==> src/eeprom_pkg.sv <==
package eeprom_pkg;

    // upper four bits of the control byte
    localparam logic [3:0] DEVICE_CODE = 4'b1010;

    // 8 blocks of 256 bytes
    localparam int ADDR_W    = 11;
    localparam int DATA_W    = 8;
    localparam int MEM_DEPTH = 2048;

    // address bits that roll over inside a page write
    localparam int PAGE_W = 4;

    localparam int SYNC_STAGES = 2;

    typedef enum logic [3:0] {
        IDLE,
        CTRL,
        CTRL_ACK,
        ADDR,
        ADDR_ACK,
        WDATA,
        WDATA_ACK,
        RDATA,
        RDATA_ACK,
        IGNORE
    } proto_state_t;

endpackage

==> src/bus_event_if.sv <==
`timescale 1ns/1ps

interface bus_event_if;

    // single-cycle pulses, all aligned to the same sampling delay
    logic clk_rise;
    logic clk_fall;
    logic start;
    logic stop;

    // synchronized data line level
    logic data_bit;

    modport sampler (
        output clk_rise,
        output clk_fall,
        output data_bit,
        output start,
        output stop
    );

    modport proto (
        input clk_rise,
        input clk_fall,
        input data_bit,
        input start,
        input stop
    );

endinterface

==> src/bus_sampler.sv <==
`timescale 1ns/1ps

module bus_sampler (
    input  logic        scl,
    input  logic        rst_n,
    input  logic        ser_clk,
    input  logic        ser_data,
    bus_event_if.sampler ev
);

    logic [eeprom_pkg::SYNC_STAGES-1:0] clk_sync;
    logic [eeprom_pkg::SYNC_STAGES-1:0] data_sync;
    logic                               clk_prev;
    logic                               data_prev;
    logic                               clk_s;
    logic                               data_s;

    assign clk_s  = clk_sync[eeprom_pkg::SYNC_STAGES-1];
    assign data_s = data_sync[eeprom_pkg::SYNC_STAGES-1];

    // previous sample doubles as the delayed data level
    assign ev.data_bit = data_prev;

    always_ff @(posedge scl or negedge rst_n)
    begin
        if (!rst_n)
        begin
            // idle bus has both lines high
            clk_sync    <= '1;
            data_sync   <= '1;
            clk_prev    <= 1'b1;
            data_prev   <= 1'b1;
            ev.clk_rise <= 1'b0;
            ev.clk_fall <= 1'b0;
            ev.start    <= 1'b0;
            ev.stop     <= 1'b0;
        end
        else
        begin
            clk_sync  <= {clk_sync[eeprom_pkg::SYNC_STAGES-2:0], ser_clk};
            data_sync <= {data_sync[eeprom_pkg::SYNC_STAGES-2:0], ser_data};
            clk_prev  <= clk_s;
            data_prev <= data_s;

            ev.clk_rise <= clk_s & ~clk_prev;
            ev.clk_fall <= ~clk_s & clk_prev;

            // clock high in both samples, so never alongside a clock edge
            ev.start <= clk_s & clk_prev & data_prev & ~data_s;
            ev.stop  <= clk_s & clk_prev & ~data_prev & data_s;
        end
    end

endmodule

==> src/flat_wrapper.sv <==
// flat-port wrapper written by rule: the top's interface ports become plain ports
module bus_sampler_flat 
  (scl, rst_n, ser_clk, ser_data, ev_clk_rise, ev_clk_fall, ev_data_bit, ev_start, ev_stop);
  bus_event_if ev_i ();
  input  logic scl;
  input  logic rst_n;
  input  logic ser_clk;
  input  logic ser_data;
  output wire logic [$bits(ev_i.clk_rise)-1:0] ev_clk_rise;
  output wire logic [$bits(ev_i.clk_fall)-1:0] ev_clk_fall;
  output wire logic [$bits(ev_i.data_bit)-1:0] ev_data_bit;
  output wire logic [$bits(ev_i.start)-1:0] ev_start;
  output wire logic [$bits(ev_i.stop)-1:0] ev_stop;
  assign ev_clk_rise = ev_i.clk_rise;
  assign ev_clk_fall = ev_i.clk_fall;
  assign ev_data_bit = ev_i.data_bit;
  assign ev_start = ev_i.start;
  assign ev_stop = ev_i.stop;
  bus_sampler u_core (.scl(scl), .rst_n(rst_n), .ser_clk(ser_clk), .ser_data(ser_data), .ev(ev_i));
endmodule
==> config.mk <==
export PLATFORM = sky130hd
export DESIGN_NAME = bus_sampler_flat
export DESIGN_NICKNAME = d
export VERILOG_FILES = /design/src/eeprom_pkg.sv /design/src/bus_event_if.sv /design/src/bus_sampler.sv /design/src/flat_wrapper.sv
export SDC_FILE = /design/constraint.sdc
export NUM_CORES = 1
export LEC_CHECK = 0
export BUFFER_PORTS_ARGS = -buffer_cell sky130_fd_sc_hd__buf_2
export CAP_MARGIN = 0
export CORE_AREA = 2 2 39 41
export CTS_CLUSTER_SIZE = 16
export DETAILED_ROUTE_END_ITERATION = 8
export DIE_AREA = 0 0 41 43
export PLACE_DENSITY = 0.53
export SYNTH_ARGS = -nofsm -noshare
export SYNTH_HDL_FRONTEND = slang
export SYNTH_SLANG_ARGS = --single-unit
export TNS_END_PERCENT = 50
==> constraint.sdc <==
create_clock -name scl -period 1 [get_ports scl]
set_input_delay 0.1 -clock scl [delete_from_list [all_inputs] [get_ports scl]]
set_output_delay 0.1 -clock scl [all_outputs]
set_load 0.01 [all_outputs]
==> out/results.tsv <==
metric	value	unit
share_seq_of_total_power	59.8	%
synth_top_family_by_area	simple AND/OR/NAND/NOR gates	
io_pins	9	
final_cells	45	
fmax	1020	MHz
cp_top_family	flip-flops	
wl_per_cell	9.36	um
fin_crit	0.985	ns
yosys.area.top_type	dfstp_2	
leakage	0.202	nW
worstMarginPinSlew	0.212	ns
report.final.slew_viol_count	0	
cts_tree	built	
switching_power	0.143	mW
synthAdderAreaFrac	0	%
grt_use_total	6.71	%
drv_cap	0	
drive_gt1_share	62.1	%
first_global_vias	200	
worstSkewPairLatency	0.25	ns
antenna_found_initial	0	
crit_chain	buf_6	
drc	0	
htreeDepth	1	
syn_inst	14	
intPower	0.597	mW
final_core_utilization	30.1	%
overflow	0	
diodes	0	
area_delta_synth_final	43.5	%
setup_viol	0	
power_density	1780	nW/um2
synth_compound_area_share	0	%
portBuffers	8	
synth_mux_area_share	0	%
initial_core_util	21.0	%
drt_iter0_drc	1	
clock_skew	0.00343	ns
fp-row-count	14	
hold_path_class	in -> async	
worst_ir_drop_vdd	0.000457	V
relSlewSlack	85.9	%
coreArea	1380	um2
grt_setup_unrepaired	true	
p_clk_share	34.2	%
synth_simple_gate_area_share	11.2	%
wl	421	um
die_y	43	um
cts_buffers	3	
gp_congestion	0.585	
ys_seq_elements	10	
synth_top_cell_area_share	54.3	%
hold_violations	0	
clockBufferDepth	2	
synthesis.nets	18	
die_area	1760	um2
finalNetCount	35	
combPwrFrac	6.0	%
finalCritPeriodShare	98.5	%
num_vias	173	
syn_avg_cell_area	20.7	um2
path_class	reg -> out	
grt_start_max_net_pins	11	
ys_types	4	
yosys.area_share.xor_xnor	0	%
crit_path_top_delay_cell	dfstp_2	
ys_seq_area_share	88.8	%
dr.pass1.iters	2	
critPathArrivalTime	0.88	ns
antenna_left	0	
grt_pass1_wl	731	um
start_kind	register	
worst-path-buf-inv	1	
synth_warnings	0	
synth_area	290	um2
cts-root-buf	clkbuf_4	
worstPathRequired	0.90	ns
clock-sinks	10	
fp.dieW	41	um
via_per_inst	3.84	
clk_pin_slew	0.06	ns
endpoint_kind	output pin	
place_inst	38	
ys_top_cells_by_area	dfstp_2, dfrtp_1, and4b_1	
worstPathMaxFanout	2	
swShare	19.3	%
status	completed	
cpPeakStageDelay	0.54	ns
worst paths after layout:
path	from	to	slack [ns]	cells after the start
min in group scl	u_core.data_sync[0]	u_core.data_sync[1]	0.36	0
setup reg to reg	u_core.ev.data_bit	u_core.ev.stop	0.08	2
max in group asynchronous	rst_n	u_core.clk_sync[1]	0.52	2
hold / removal	rst_n	u_core.ev.stop	0.23	2
hold reg to reg	u_core.data_sync[0]	u_core.data_sync[1]	0.36	0
setup / recovery	u_core.ev.data_bit	ev_data_bit	0.02	1
cell usage in the layout, fill, tap and decap left out:
cell | Yosys | layout
dfrtp_1 | 4 | 4
buf_4 | 0 | 1
buf_2 | 0 | 7
dfstp_2 | 6 | 6
clkbuf_4 | 0 | 3
buf_6 | 0 | 1
and4b_1 | 2 | 2
nor2b_1 | 2 | 2
dlygate4sd3_1 | 0 | 3
cells in the mapped netlist:
cell type  instances
dfstp_2            6
dfrtp_1            4
and4b_1            2
nor2b_1            2
power groups by stage:
stage               sequential, mW  combinational (mW)  clock, mW
detailed placement           0.449              0.0317          0
CTS                          0.442              0.0463      0.272
global placement             0.447              0.0302          0
finish                       0.442              0.0446      0.253
floorplan                    0.451             0.00492          0
global route                 0.445              0.0501      0.295
layout make-up:
class                           instances  area [um2]
Sequential cell                        10         258
Tap cell                               16        20.0
Timing Repair Buffer                   12        83.8
Fill cell                             150         967
Multi-Input combinational cell          4        32.5
Clock buffer                            3        22.5
cell families after synthesis:
kind of cell / after synthesis
flip-flops: 10
AND/OR/NAND/NOR: 4
routing by layer:
layer / up-vias / part of all wire, % / track usage, %
li1: 80 / - / -
met1: 84 / 34 / 5.37
met2: 9 / 53 / 10.0
met3: 0 / 13 / 4.71
met4: 0 / 0 / 6.00
met5: - / 0 / 0
sequential cells by signal, indices dropped and copies added, names as in the netlist:
name and cells:
u_core.clk_prev 1, u_core.clk_sync 2, u_core.data_sync 2, u_core.ev.clk_fall 1, u_core.ev.clk_rise 1, u_core.ev.data_bit 1, u_core.ev.start 1, u_core.ev.stop 1
metrics by stage:
step                      setup TNS [ns]  hold WS (ns)  setup WS (ns)  instance area [um2]  power [mW]
final                                  0         0.230         0.0150                  417       0.740
after global routing             -0.0268         0.239        -0.0268                  417       0.790
after CTS                      -0.000716         0.235      -0.000716                  417       0.761
after detailed placement               0       -0.0313          0.178                  350       0.481
after global placement                 0       -0.0439          0.186                  350       0.477
after floorplan                        0        -0.196          0.162                  290       0.456
what timing repair did:
item,CTS,global route
hold buffers,3,0
hold endpoints to repair,12,0
setup endpoints to repair,1,1
pin swaps,0,0
setup buffers,1,0
resized for setup,1,0
Power figures use the tool's default switching activity.
