**src/eeprom_pkg.sv**
```systemverilog
package eeprom_pkg;

    // upper four bits of the control byte
    localparam logic [3:0] DEVICE_CODE = 4'b1010;

    // 8 blocks of 256 bytes
    localparam int ADDR_W    = 11;
    localparam int DATA_W    = 8;
    localparam int MEM_DEPTH = 2048;

    // address bits that roll over inside a page write
    localparam int PAGE_W = 4;

    localparam int SYNC_STAGES = 2;

    typedef enum logic [3:0] {
        IDLE,
        CTRL,
        CTRL_ACK,
        ADDR,
        ADDR_ACK,
        WDATA,
        WDATA_ACK,
        RDATA,
        RDATA_ACK,
        IGNORE
    } proto_state_t;

endpackage

```
**src/bus_event_if.sv**
```systemverilog
`timescale 1ns/1ps

interface bus_event_if;

    // single-cycle pulses, all aligned to the same sampling delay
    logic clk_rise;
    logic clk_fall;
    logic start;
    logic stop;

    // synchronized data line level
    logic data_bit;

    modport sampler (
        output clk_rise,
        output clk_fall,
        output data_bit,
        output start,
        output stop
    );

    modport proto (
        input clk_rise,
        input clk_fall,
        input data_bit,
        input start,
        input stop
    );

endinterface

```
**src/mem_port_if.sv**
```systemverilog
`timescale 1ns/1ps

interface mem_port_if;

    logic                          we;
    logic                          re;
    logic [eeprom_pkg::ADDR_W-1:0] addr;
    logic [eeprom_pkg::DATA_W-1:0] wdata;
    // valid one cycle after re, held until the next re
    logic [eeprom_pkg::DATA_W-1:0] rdata;

    modport ctrl (
        output we,
        output re,
        output addr,
        output wdata,
        input  rdata
    );

    modport mem (
        input  we,
        input  re,
        input  addr,
        input  wdata,
        output rdata
    );

endinterface

```
**src/eeprom_protocol.sv**
```systemverilog
`timescale 1ns/1ps

module eeprom_protocol (
    input  logic        scl,
    input  logic        rst_n,
    bus_event_if.proto  ev,
    mem_port_if.ctrl    mem,
    output logic        sda_pull
);

    eeprom_pkg::proto_state_t state;

    logic [3:0]                    bit_cnt;
    logic [eeprom_pkg::DATA_W-1:0] shift;
    logic [eeprom_pkg::ADDR_W-1:0] ptr;
    logic                          rd_mode;
    logic                          byte_done;
    logic                          last_bit;
    logic                          code_ok;

    assign byte_done = (bit_cnt == 4'd8);
    assign last_bit  = (bit_cnt == 4'd7);
    assign code_ok   = (shift[7:4] == eeprom_pkg::DEVICE_CODE);

    assign mem.addr  = ptr;
    assign mem.wdata = shift;

    always_ff @(posedge scl or negedge rst_n)
    begin
        if (!rst_n)
        begin
            state    <= eeprom_pkg::IDLE;
            bit_cnt  <= 4'd0;
            shift    <= '0;
            ptr      <= '0;
            rd_mode  <= 1'b0;
            sda_pull <= 1'b0;
            mem.we   <= 1'b0;
            mem.re   <= 1'b0;
        end
        else
        begin
            mem.we <= 1'b0;
            mem.re <= 1'b0;

            // pointer moves in the cycle the request reaches the array
            if (mem.we)
            begin
                ptr <= {ptr[eeprom_pkg::ADDR_W-1:eeprom_pkg::PAGE_W],
                        ptr[eeprom_pkg::PAGE_W-1:0] +
                        {{(eeprom_pkg::PAGE_W-1){1'b0}}, 1'b1}};
            end
            if (mem.re)
            begin
                ptr <= ptr + {{(eeprom_pkg::ADDR_W-1){1'b0}}, 1'b1};
            end

            if (ev.stop)
            begin
                state    <= eeprom_pkg::IDLE;
                sda_pull <= 1'b0;
            end
            else if (ev.start)
            begin
                state    <= eeprom_pkg::CTRL;
                bit_cnt  <= 4'd0;
                sda_pull <= 1'b0;
            end
            else
            begin
                case (state)
                    eeprom_pkg::CTRL,
                    eeprom_pkg::ADDR,
                    eeprom_pkg::WDATA:
                    begin
                        if (ev.clk_rise)
                        begin
                            shift   <= {shift[eeprom_pkg::DATA_W-2:0], ev.data_bit};
                            bit_cnt <= bit_cnt + 4'd1;
                            if (state == eeprom_pkg::WDATA && last_bit)
                            begin
                                mem.we <= 1'b1;
                            end
                        end
                        else if (ev.clk_fall && byte_done)
                        begin
                            sda_pull <= 1'b1;
                            if (state == eeprom_pkg::CTRL)
                            begin
                                if (code_ok)
                                begin
                                    state   <= eeprom_pkg::CTRL_ACK;
                                    rd_mode <= shift[0];
                                    // a read keeps the pointer, so random read works
                                    if (!shift[0])
                                    begin
                                        ptr[eeprom_pkg::ADDR_W-1:eeprom_pkg::DATA_W] <=
                                            shift[3:1];
                                    end
                                end
                                else
                                begin
                                    state    <= eeprom_pkg::IGNORE;
                                    sda_pull <= 1'b0;
                                end
                            end
                            else if (state == eeprom_pkg::ADDR)
                            begin
                                state <= eeprom_pkg::ADDR_ACK;
                                ptr[eeprom_pkg::DATA_W-1:0] <= shift;
                            end
                            else
                            begin
                                state <= eeprom_pkg::WDATA_ACK;
                            end
                        end
                    end

                    eeprom_pkg::CTRL_ACK:
                    begin
                        if (ev.clk_rise && rd_mode)
                        begin
                            mem.re <= 1'b1;
                        end
                        else if (ev.clk_fall)
                        begin
                            bit_cnt <= 4'd0;
                            if (rd_mode)
                            begin
                                state    <= eeprom_pkg::RDATA;
                                shift    <= mem.rdata;
                                sda_pull <= ~mem.rdata[eeprom_pkg::DATA_W-1];
                            end
                            else
                            begin
                                state    <= eeprom_pkg::ADDR;
                                sda_pull <= 1'b0;
                            end
                        end
                    end

                    eeprom_pkg::ADDR_ACK,
                    eeprom_pkg::WDATA_ACK:
                    begin
                        if (ev.clk_fall)
                        begin
                            state    <= eeprom_pkg::WDATA;
                            bit_cnt  <= 4'd0;
                            sda_pull <= 1'b0;
                        end
                    end

                    eeprom_pkg::RDATA:
                    begin
                        if (ev.clk_rise)
                        begin
                            bit_cnt <= bit_cnt + 4'd1;
                        end
                        else if (ev.clk_fall)
                        begin
                            if (byte_done)
                            begin
                                // let the master drive its ack
                                state    <= eeprom_pkg::RDATA_ACK;
                                sda_pull <= 1'b0;
                            end
                            else
                            begin
                                shift    <= {shift[eeprom_pkg::DATA_W-2:0], 1'b0};
                                sda_pull <= ~shift[eeprom_pkg::DATA_W-2];
                            end
                        end
                    end

                    eeprom_pkg::RDATA_ACK:
                    begin
                        if (ev.clk_rise)
                        begin
                            if (ev.data_bit)
                            begin
                                state <= eeprom_pkg::IDLE;
                            end
                            else
                            begin
                                mem.re <= 1'b1;
                            end
                        end
                        else if (ev.clk_fall)
                        begin
                            state    <= eeprom_pkg::RDATA;
                            bit_cnt  <= 4'd0;
                            shift    <= mem.rdata;
                            sda_pull <= ~mem.rdata[eeprom_pkg::DATA_W-1];
                        end
                    end

                    // IDLE and IGNORE only leave on start or stop
                    default:
                    begin
                        sda_pull <= 1'b0;
                    end
                endcase
            end
        end
    end

endmodule

```
**src/flat_wrapper.sv**
```systemverilog
// flat-port wrapper written by rule: the top's interface ports become plain ports
module eeprom_protocol_flat 
  (scl, rst_n, sda_pull, ev_clk_rise, ev_clk_fall, ev_data_bit, ev_start, ev_stop, mem_we, mem_re, mem_addr, mem_wdata, mem_rdata);
  bus_event_if ev_i ();
  mem_port_if mem_i ();
  input  logic scl;
  input  logic rst_n;
  output logic sda_pull;
  input wire logic [$bits(ev_i.clk_rise)-1:0] ev_clk_rise;
  input wire logic [$bits(ev_i.clk_fall)-1:0] ev_clk_fall;
  input wire logic [$bits(ev_i.data_bit)-1:0] ev_data_bit;
  input wire logic [$bits(ev_i.start)-1:0] ev_start;
  input wire logic [$bits(ev_i.stop)-1:0] ev_stop;
  output wire logic [$bits(mem_i.we)-1:0] mem_we;
  output wire logic [$bits(mem_i.re)-1:0] mem_re;
  output wire logic [$bits(mem_i.addr)-1:0] mem_addr;
  output wire logic [$bits(mem_i.wdata)-1:0] mem_wdata;
  input wire logic [$bits(mem_i.rdata)-1:0] mem_rdata;
  assign ev_i.clk_rise = ev_clk_rise;
  assign ev_i.clk_fall = ev_clk_fall;
  assign ev_i.data_bit = ev_data_bit;
  assign ev_i.start = ev_start;
  assign ev_i.stop = ev_stop;
  assign mem_we = mem_i.we;
  assign mem_re = mem_i.re;
  assign mem_addr = mem_i.addr;
  assign mem_wdata = mem_i.wdata;
  assign mem_i.rdata = mem_rdata;
  eeprom_protocol u_core (.scl(scl), .rst_n(rst_n), .ev(ev_i), .mem(mem_i), .sda_pull(sda_pull));
endmodule
```
**config.mk**
```make
export PLATFORM = sky130hd
export DESIGN_NAME = eeprom_protocol_flat
export DESIGN_NICKNAME = d
export VERILOG_FILES = /design/src/eeprom_pkg.sv /design/src/bus_event_if.sv /design/src/mem_port_if.sv /design/src/eeprom_protocol.sv /design/src/flat_wrapper.sv
export SDC_FILE = /design/constraint.sdc
export NUM_CORES = 1
export LEC_CHECK = 0
export BUFFER_PORTS_ARGS = -buffer_cell sky130_fd_sc_hd__buf_2
export CAP_MARGIN = 30
export CORE_MARGIN = 5
export CORE_UTILIZATION = 58
export CTS_CLUSTER_SIZE = 14
export DETAILED_ROUTE_END_ITERATION = 8
export GPL_TIMING_DRIVEN = 0
export PLACE_DENSITY = 0.83
export REMOVE_ABC_BUFFERS = 1
export SYNTH_ARGS = -nofsm -noshare
export SYNTH_HDL_FRONTEND = slang
export SYNTH_SLANG_ARGS = --single-unit
```
**constraint.sdc**
```tcl
create_clock -name scl -period 3.2 [get_ports scl]
set_clock_uncertainty 0.05 [all_clocks]
set_input_delay 0.48 -clock scl [delete_from_list [all_inputs] [get_ports scl]]
set_output_delay 0.48 -clock scl [all_outputs]
set_load 0.03 [all_outputs]
```
==> PnR_summary.wiki <==
{| class="wikitable"
! Metric !! Value
|-
| Most area-consuming cells after synthesis || dfrtp_1 38%, mux2_2 10%, nor2_1 4.2%, nand2_1 3.8%, a21oi_1 3.4%
|-
| Worst Setup Start Kind || flip-flop
|-
| Overall Global Routing Usage || 0.207
|-
| Max Cap Violations || 0
|-
| Buffer depth of the longest clock path || 2
|-
| Synth Area in Adders || 0.0183
|-
| Count of cells along the worst register-to-register path || 5
|-
| Leading cell type in the layout, fill and taps excluded || buf_2
|-
| First-pass detailed-route iteration total || 5
|-
| H-Tree Level Count || 2
|-
| Total die area || 4820 um2
|-
| Post-synthesis share of cell area spent on and, or, nand and nor gates || 0.253
|-
| Warnings, synthesis || 0
|-
| Later-pin clock latency in the skew report || 0.34 ns
|-
| Synthesized-area fraction occupied by xor and xnor cells || 0.0427
|-
| Kind of cell adding the most delay to the critical path || simple AND/OR/NAND/NOR gates
|-
| Post-Route Setup TNS || 0 ns
|-
| Starting density of the core || 0.605
|-
| Die Width || 69.5 um
|-
| Yosys top cell area share || 0.378
|-
| Instance area at placement || 2240 um2
|-
| Largest net degree at the start of global routing || 32
|-
| Dominant combinational cell family by area after synthesis || simple AND/OR/NAND/NOR gates
|-
| Hold bufs inserted after CTS || 0
|-
| Floorplan core area || 3390 um2
|-
| Synthesized instance count || 222
|-
| Clock period minus worst slack || 2.45 ns
|-
| Antenna-violating nets left || 0
|-
| Overflow left after global routing || 0
|-
| Maximum fanout encountered on the critical timing path || 15
|-
| Multiplexer fraction of the synthesized cell area || 0.124
|-
| Result of the run || completed
|-
| Total number of clock tree sinks || 31
|-
| Count of standard-cell rows || 21
|-
| Final net count || 276
|-
| Inserted Clock Buffers || 5
|-
| Dpl hpwl || 3570 um
|-
| Cell with the largest stage delay on the worst path || dfrtp_1
|-
| Cell type with the highest aggregate area in the netlist || dfrtp_1
|-
| Non-filler cells, final || 305
|-
| Max Clk Rate || 408 MHz
|-
| Stage delay of the slowest cell on the critical path || 0.59 ns
|-
| CTS tree || yes
|-
| Synth Area in Compound Gates || 0.147
|-
| Number of instances resized during post-cts repair || 0
|-
| Kind of end point of the critical path || flip-flop
|-
| Fraction of the yosys area taken by sequential cells || 0.378
|-
| Main synth FF type || dfrtp_1
|-
| Area growth from synthesis to layout || 13.4%
|-
| Path class of the lowest-slack min-delay path || input port to asynchronous set/reset pin
|-
| Cell at the root of the clock tree || clkbuf_4
|-
| Req. time, crit path || 3.38 ns
|-
| Routability cong. || 0.928
|-
| Die Y-Extent || 69.5 um
|-
| Period utilization || 0.767
|-
| Commonest cells after routing, fill and taps aside || 36 x buf_2, 31 x dfrtp_1, 23 x nor2_1, 21 x nand2_1, 19 x mux2_2
|-
| Number of library cell types mapped by synthesis || 48
|-
| Remaining DRCs || 0
|-
| Number of antenna violations at the first check in global routing || 0
|-
| Cell breakdown of the critical path || or2_4 > o22ai_2 > nand2_1 > nor4b_4 > mux2_2
|-
| Number of inserted filler cells in the final layout || 276
|-
| Slew HR || 0.495
|-
| Average cell area after synthesis || 9.24 um2
|-
| Number of vias per cell || 5.85
|-
| CP Depth || 5
|-
| Post-CTS Repair Setup Buffers || 0
|-
| Final Power || 1470 uW
|-
| Power per unit of standard cell area || 631 nW/um2
|-
| Antenna diode instance count || 0
|-
| Global-route wire length before repair || 8050 um
|-
| Type of the setup path with the least slack || flip-flop to flip-flop
|-
| Cell Area, Synth || 2050 um2
|-
| Number of I/O port buffers || 36
|-
| Total placed cells including tap cells || 297
|-
| Vias after detailed routing || 1783
|-
| Setup-failing EPs final || 0
|-
| Register bit count reported by yosys || 31
|-
| Vias in the first global route || 1688
|-
| Pin slew with the least headroom to its limit || 0.752 ns
|-
| Post-synthesis async set-or-reset flop share || 1.00
|-
| Max-slew violation total from the final report || 0
|-
| Crit path buf inv count || 0
|-
| Detailed Route WL || 4840 um
|-
| Final instance area || 2320 um2
|-
| Static Leakage || 0.00105 uW
|-
| Number of synthesized flops with an enable pin || 0
|-
| Unrepaired setup endpoints after global routing || false
|-
| Iteration-0 DRC Markers || 100
|-
| Share of layout cells above drive strength 1 || 0.282
|-
| Clock slew seen by the registers of the worst setup and hold paths || 0.11 ns
|-
| IO Count || 37
|-
| Number of hold violations in the final report || 0
|-
| Final routed wire length divided by cell count || 15.9 um
|-
| CP Data Arrival Time || 2.63 ns
|-
| Max IR drop VDD || 438 uV
|}
-- state kept, by name (all words and copies together), names as in the netlist --
| signal | cells |
|---|---|
| u_core.mem.addr | 11 |
| u_core.mem.wdata | 8 |
| u_core.bit_cnt | 4 |
| u_core.state | 4 |
| u_core.mem.re | 1 |
| u_core.mem.we | 1 |
| u_core.rd_mode | 1 |
| u_core.sda_pull | 1 |
-- cells by family (layout without fill, tap and decap cells) --
group / after synthesis / count (layout)
AND/OR/NAND/NOR: 94 / 94
AO/OA/AOI/OAI: 47 / 47
flip-flops: 31 / 31
adder cells (fa/ha/maj): 3 / 3
buffers and inverters: 14 / 51
XOR/XNOR: 10 / 10
multiplexers: 23 / 23
-- routing by layer --
metal	share of wire	global-route usage	wire length (um)	up-vias
li1	-	-	-	876
met1	0.44	0.263	2130	851
met2	0.49	0.347	2380	50
met3	0.054	0.0464	261	6
met4	0.015	0.0651	71	0
met5	0	0	0	-
-- where the power goes --
part | leakage [uW] | switching [uW] | internal, uW
combinational | 0.000608 | 333 | 224
sequential | 0.000389 | 122 | 467
clock | 0.0000482 | 138 | 184
-- through the flow --
step	hold slack, ns	setup slack, ns	util
after global placement	0.461	0.807	0.660
after CTS	0.139	0.780	0.686
after floorplan	0.134	1.09	-
after detailed placement	0.466	0.798	0.660
final	0.111	0.747	0.686
after global routing	0.160	0.673	0.686
-- path summary, 6_finish.rpt --
| kind | start | endpoint | slack [ns] |
|---|---|---|---|
| setup / recovery | u_core.state[0]$_DFFE_PN0P_ | u_core.mem.wdata[5]$_DFFE_PN0P_ | 0.75 |
| hold / removal | rst_n | u_core.state[3]$_DFFE_PN0P_ | 0.11 |
| setup reg to reg | u_core.state[0]$_DFFE_PN0P_ | u_core.mem.wdata[5]$_DFFE_PN0P_ | 0.75 |
| max in group asynchronous | rst_n | u_core.state[1]$_DFFE_PN0P_ | 2.53 |
| min in group scl | ev_stop | u_core.state[0]$_DFFE_PN0P_ | 0.31 |
| hold reg to reg | u_core.sda_pull$_DFFE_PN0P_ | u_core.sda_pull$_DFFE_PN0P_ | 0.47 |
-- Yosys cell counts, drive strengths merged, types with 3 or more instances --
| cell type | number |
|---|---|
| dfrtp | 31 |
| nor2 | 23 |
| nand2 | 21 |
| mux2 | 19 |
| a21oi | 15 |
| o21ai | 15 |
| nand3 | 8 |
| inv | 7 |
| nand4 | 7 |
| xor2 | 7 |
| nand2b | 5 |
| nor2b | 5 |
| and3 | 4 |
| clkbuf | 4 |
| mux2i | 4 |
| nor3 | 4 |
| nor4b | 4 |
| buf | 3 |
| ha | 3 |
| nor4 | 3 |
| o31ai | 3 |
| or2 | 3 |
| xnor2 | 3 |
-- worst register-to-register path: stages (launching register included) --
cell and delay, ns:
dfrtp_1 0.59, or2_4 0.37, o22ai_2 0.22, nand2_1 0.13, nor4b_4 0.58, mux2_2 0.40
-- area by class of cell --
cell class,instances,area [um2],share of cell area
Multi-Input combinational cell,177,1200,0.516
Sequential cell,31,776,0.334
Timing Repair Buffer,36,180,0.0775
Tap cell,46,57.6,0.0248
Clock buffer,6,51.3,0.0221
Clock inverter,2,35.0,0.0151
Inverter,7,26.3,0.0113
No activity file was read; power rests on OpenSTA's default activity.
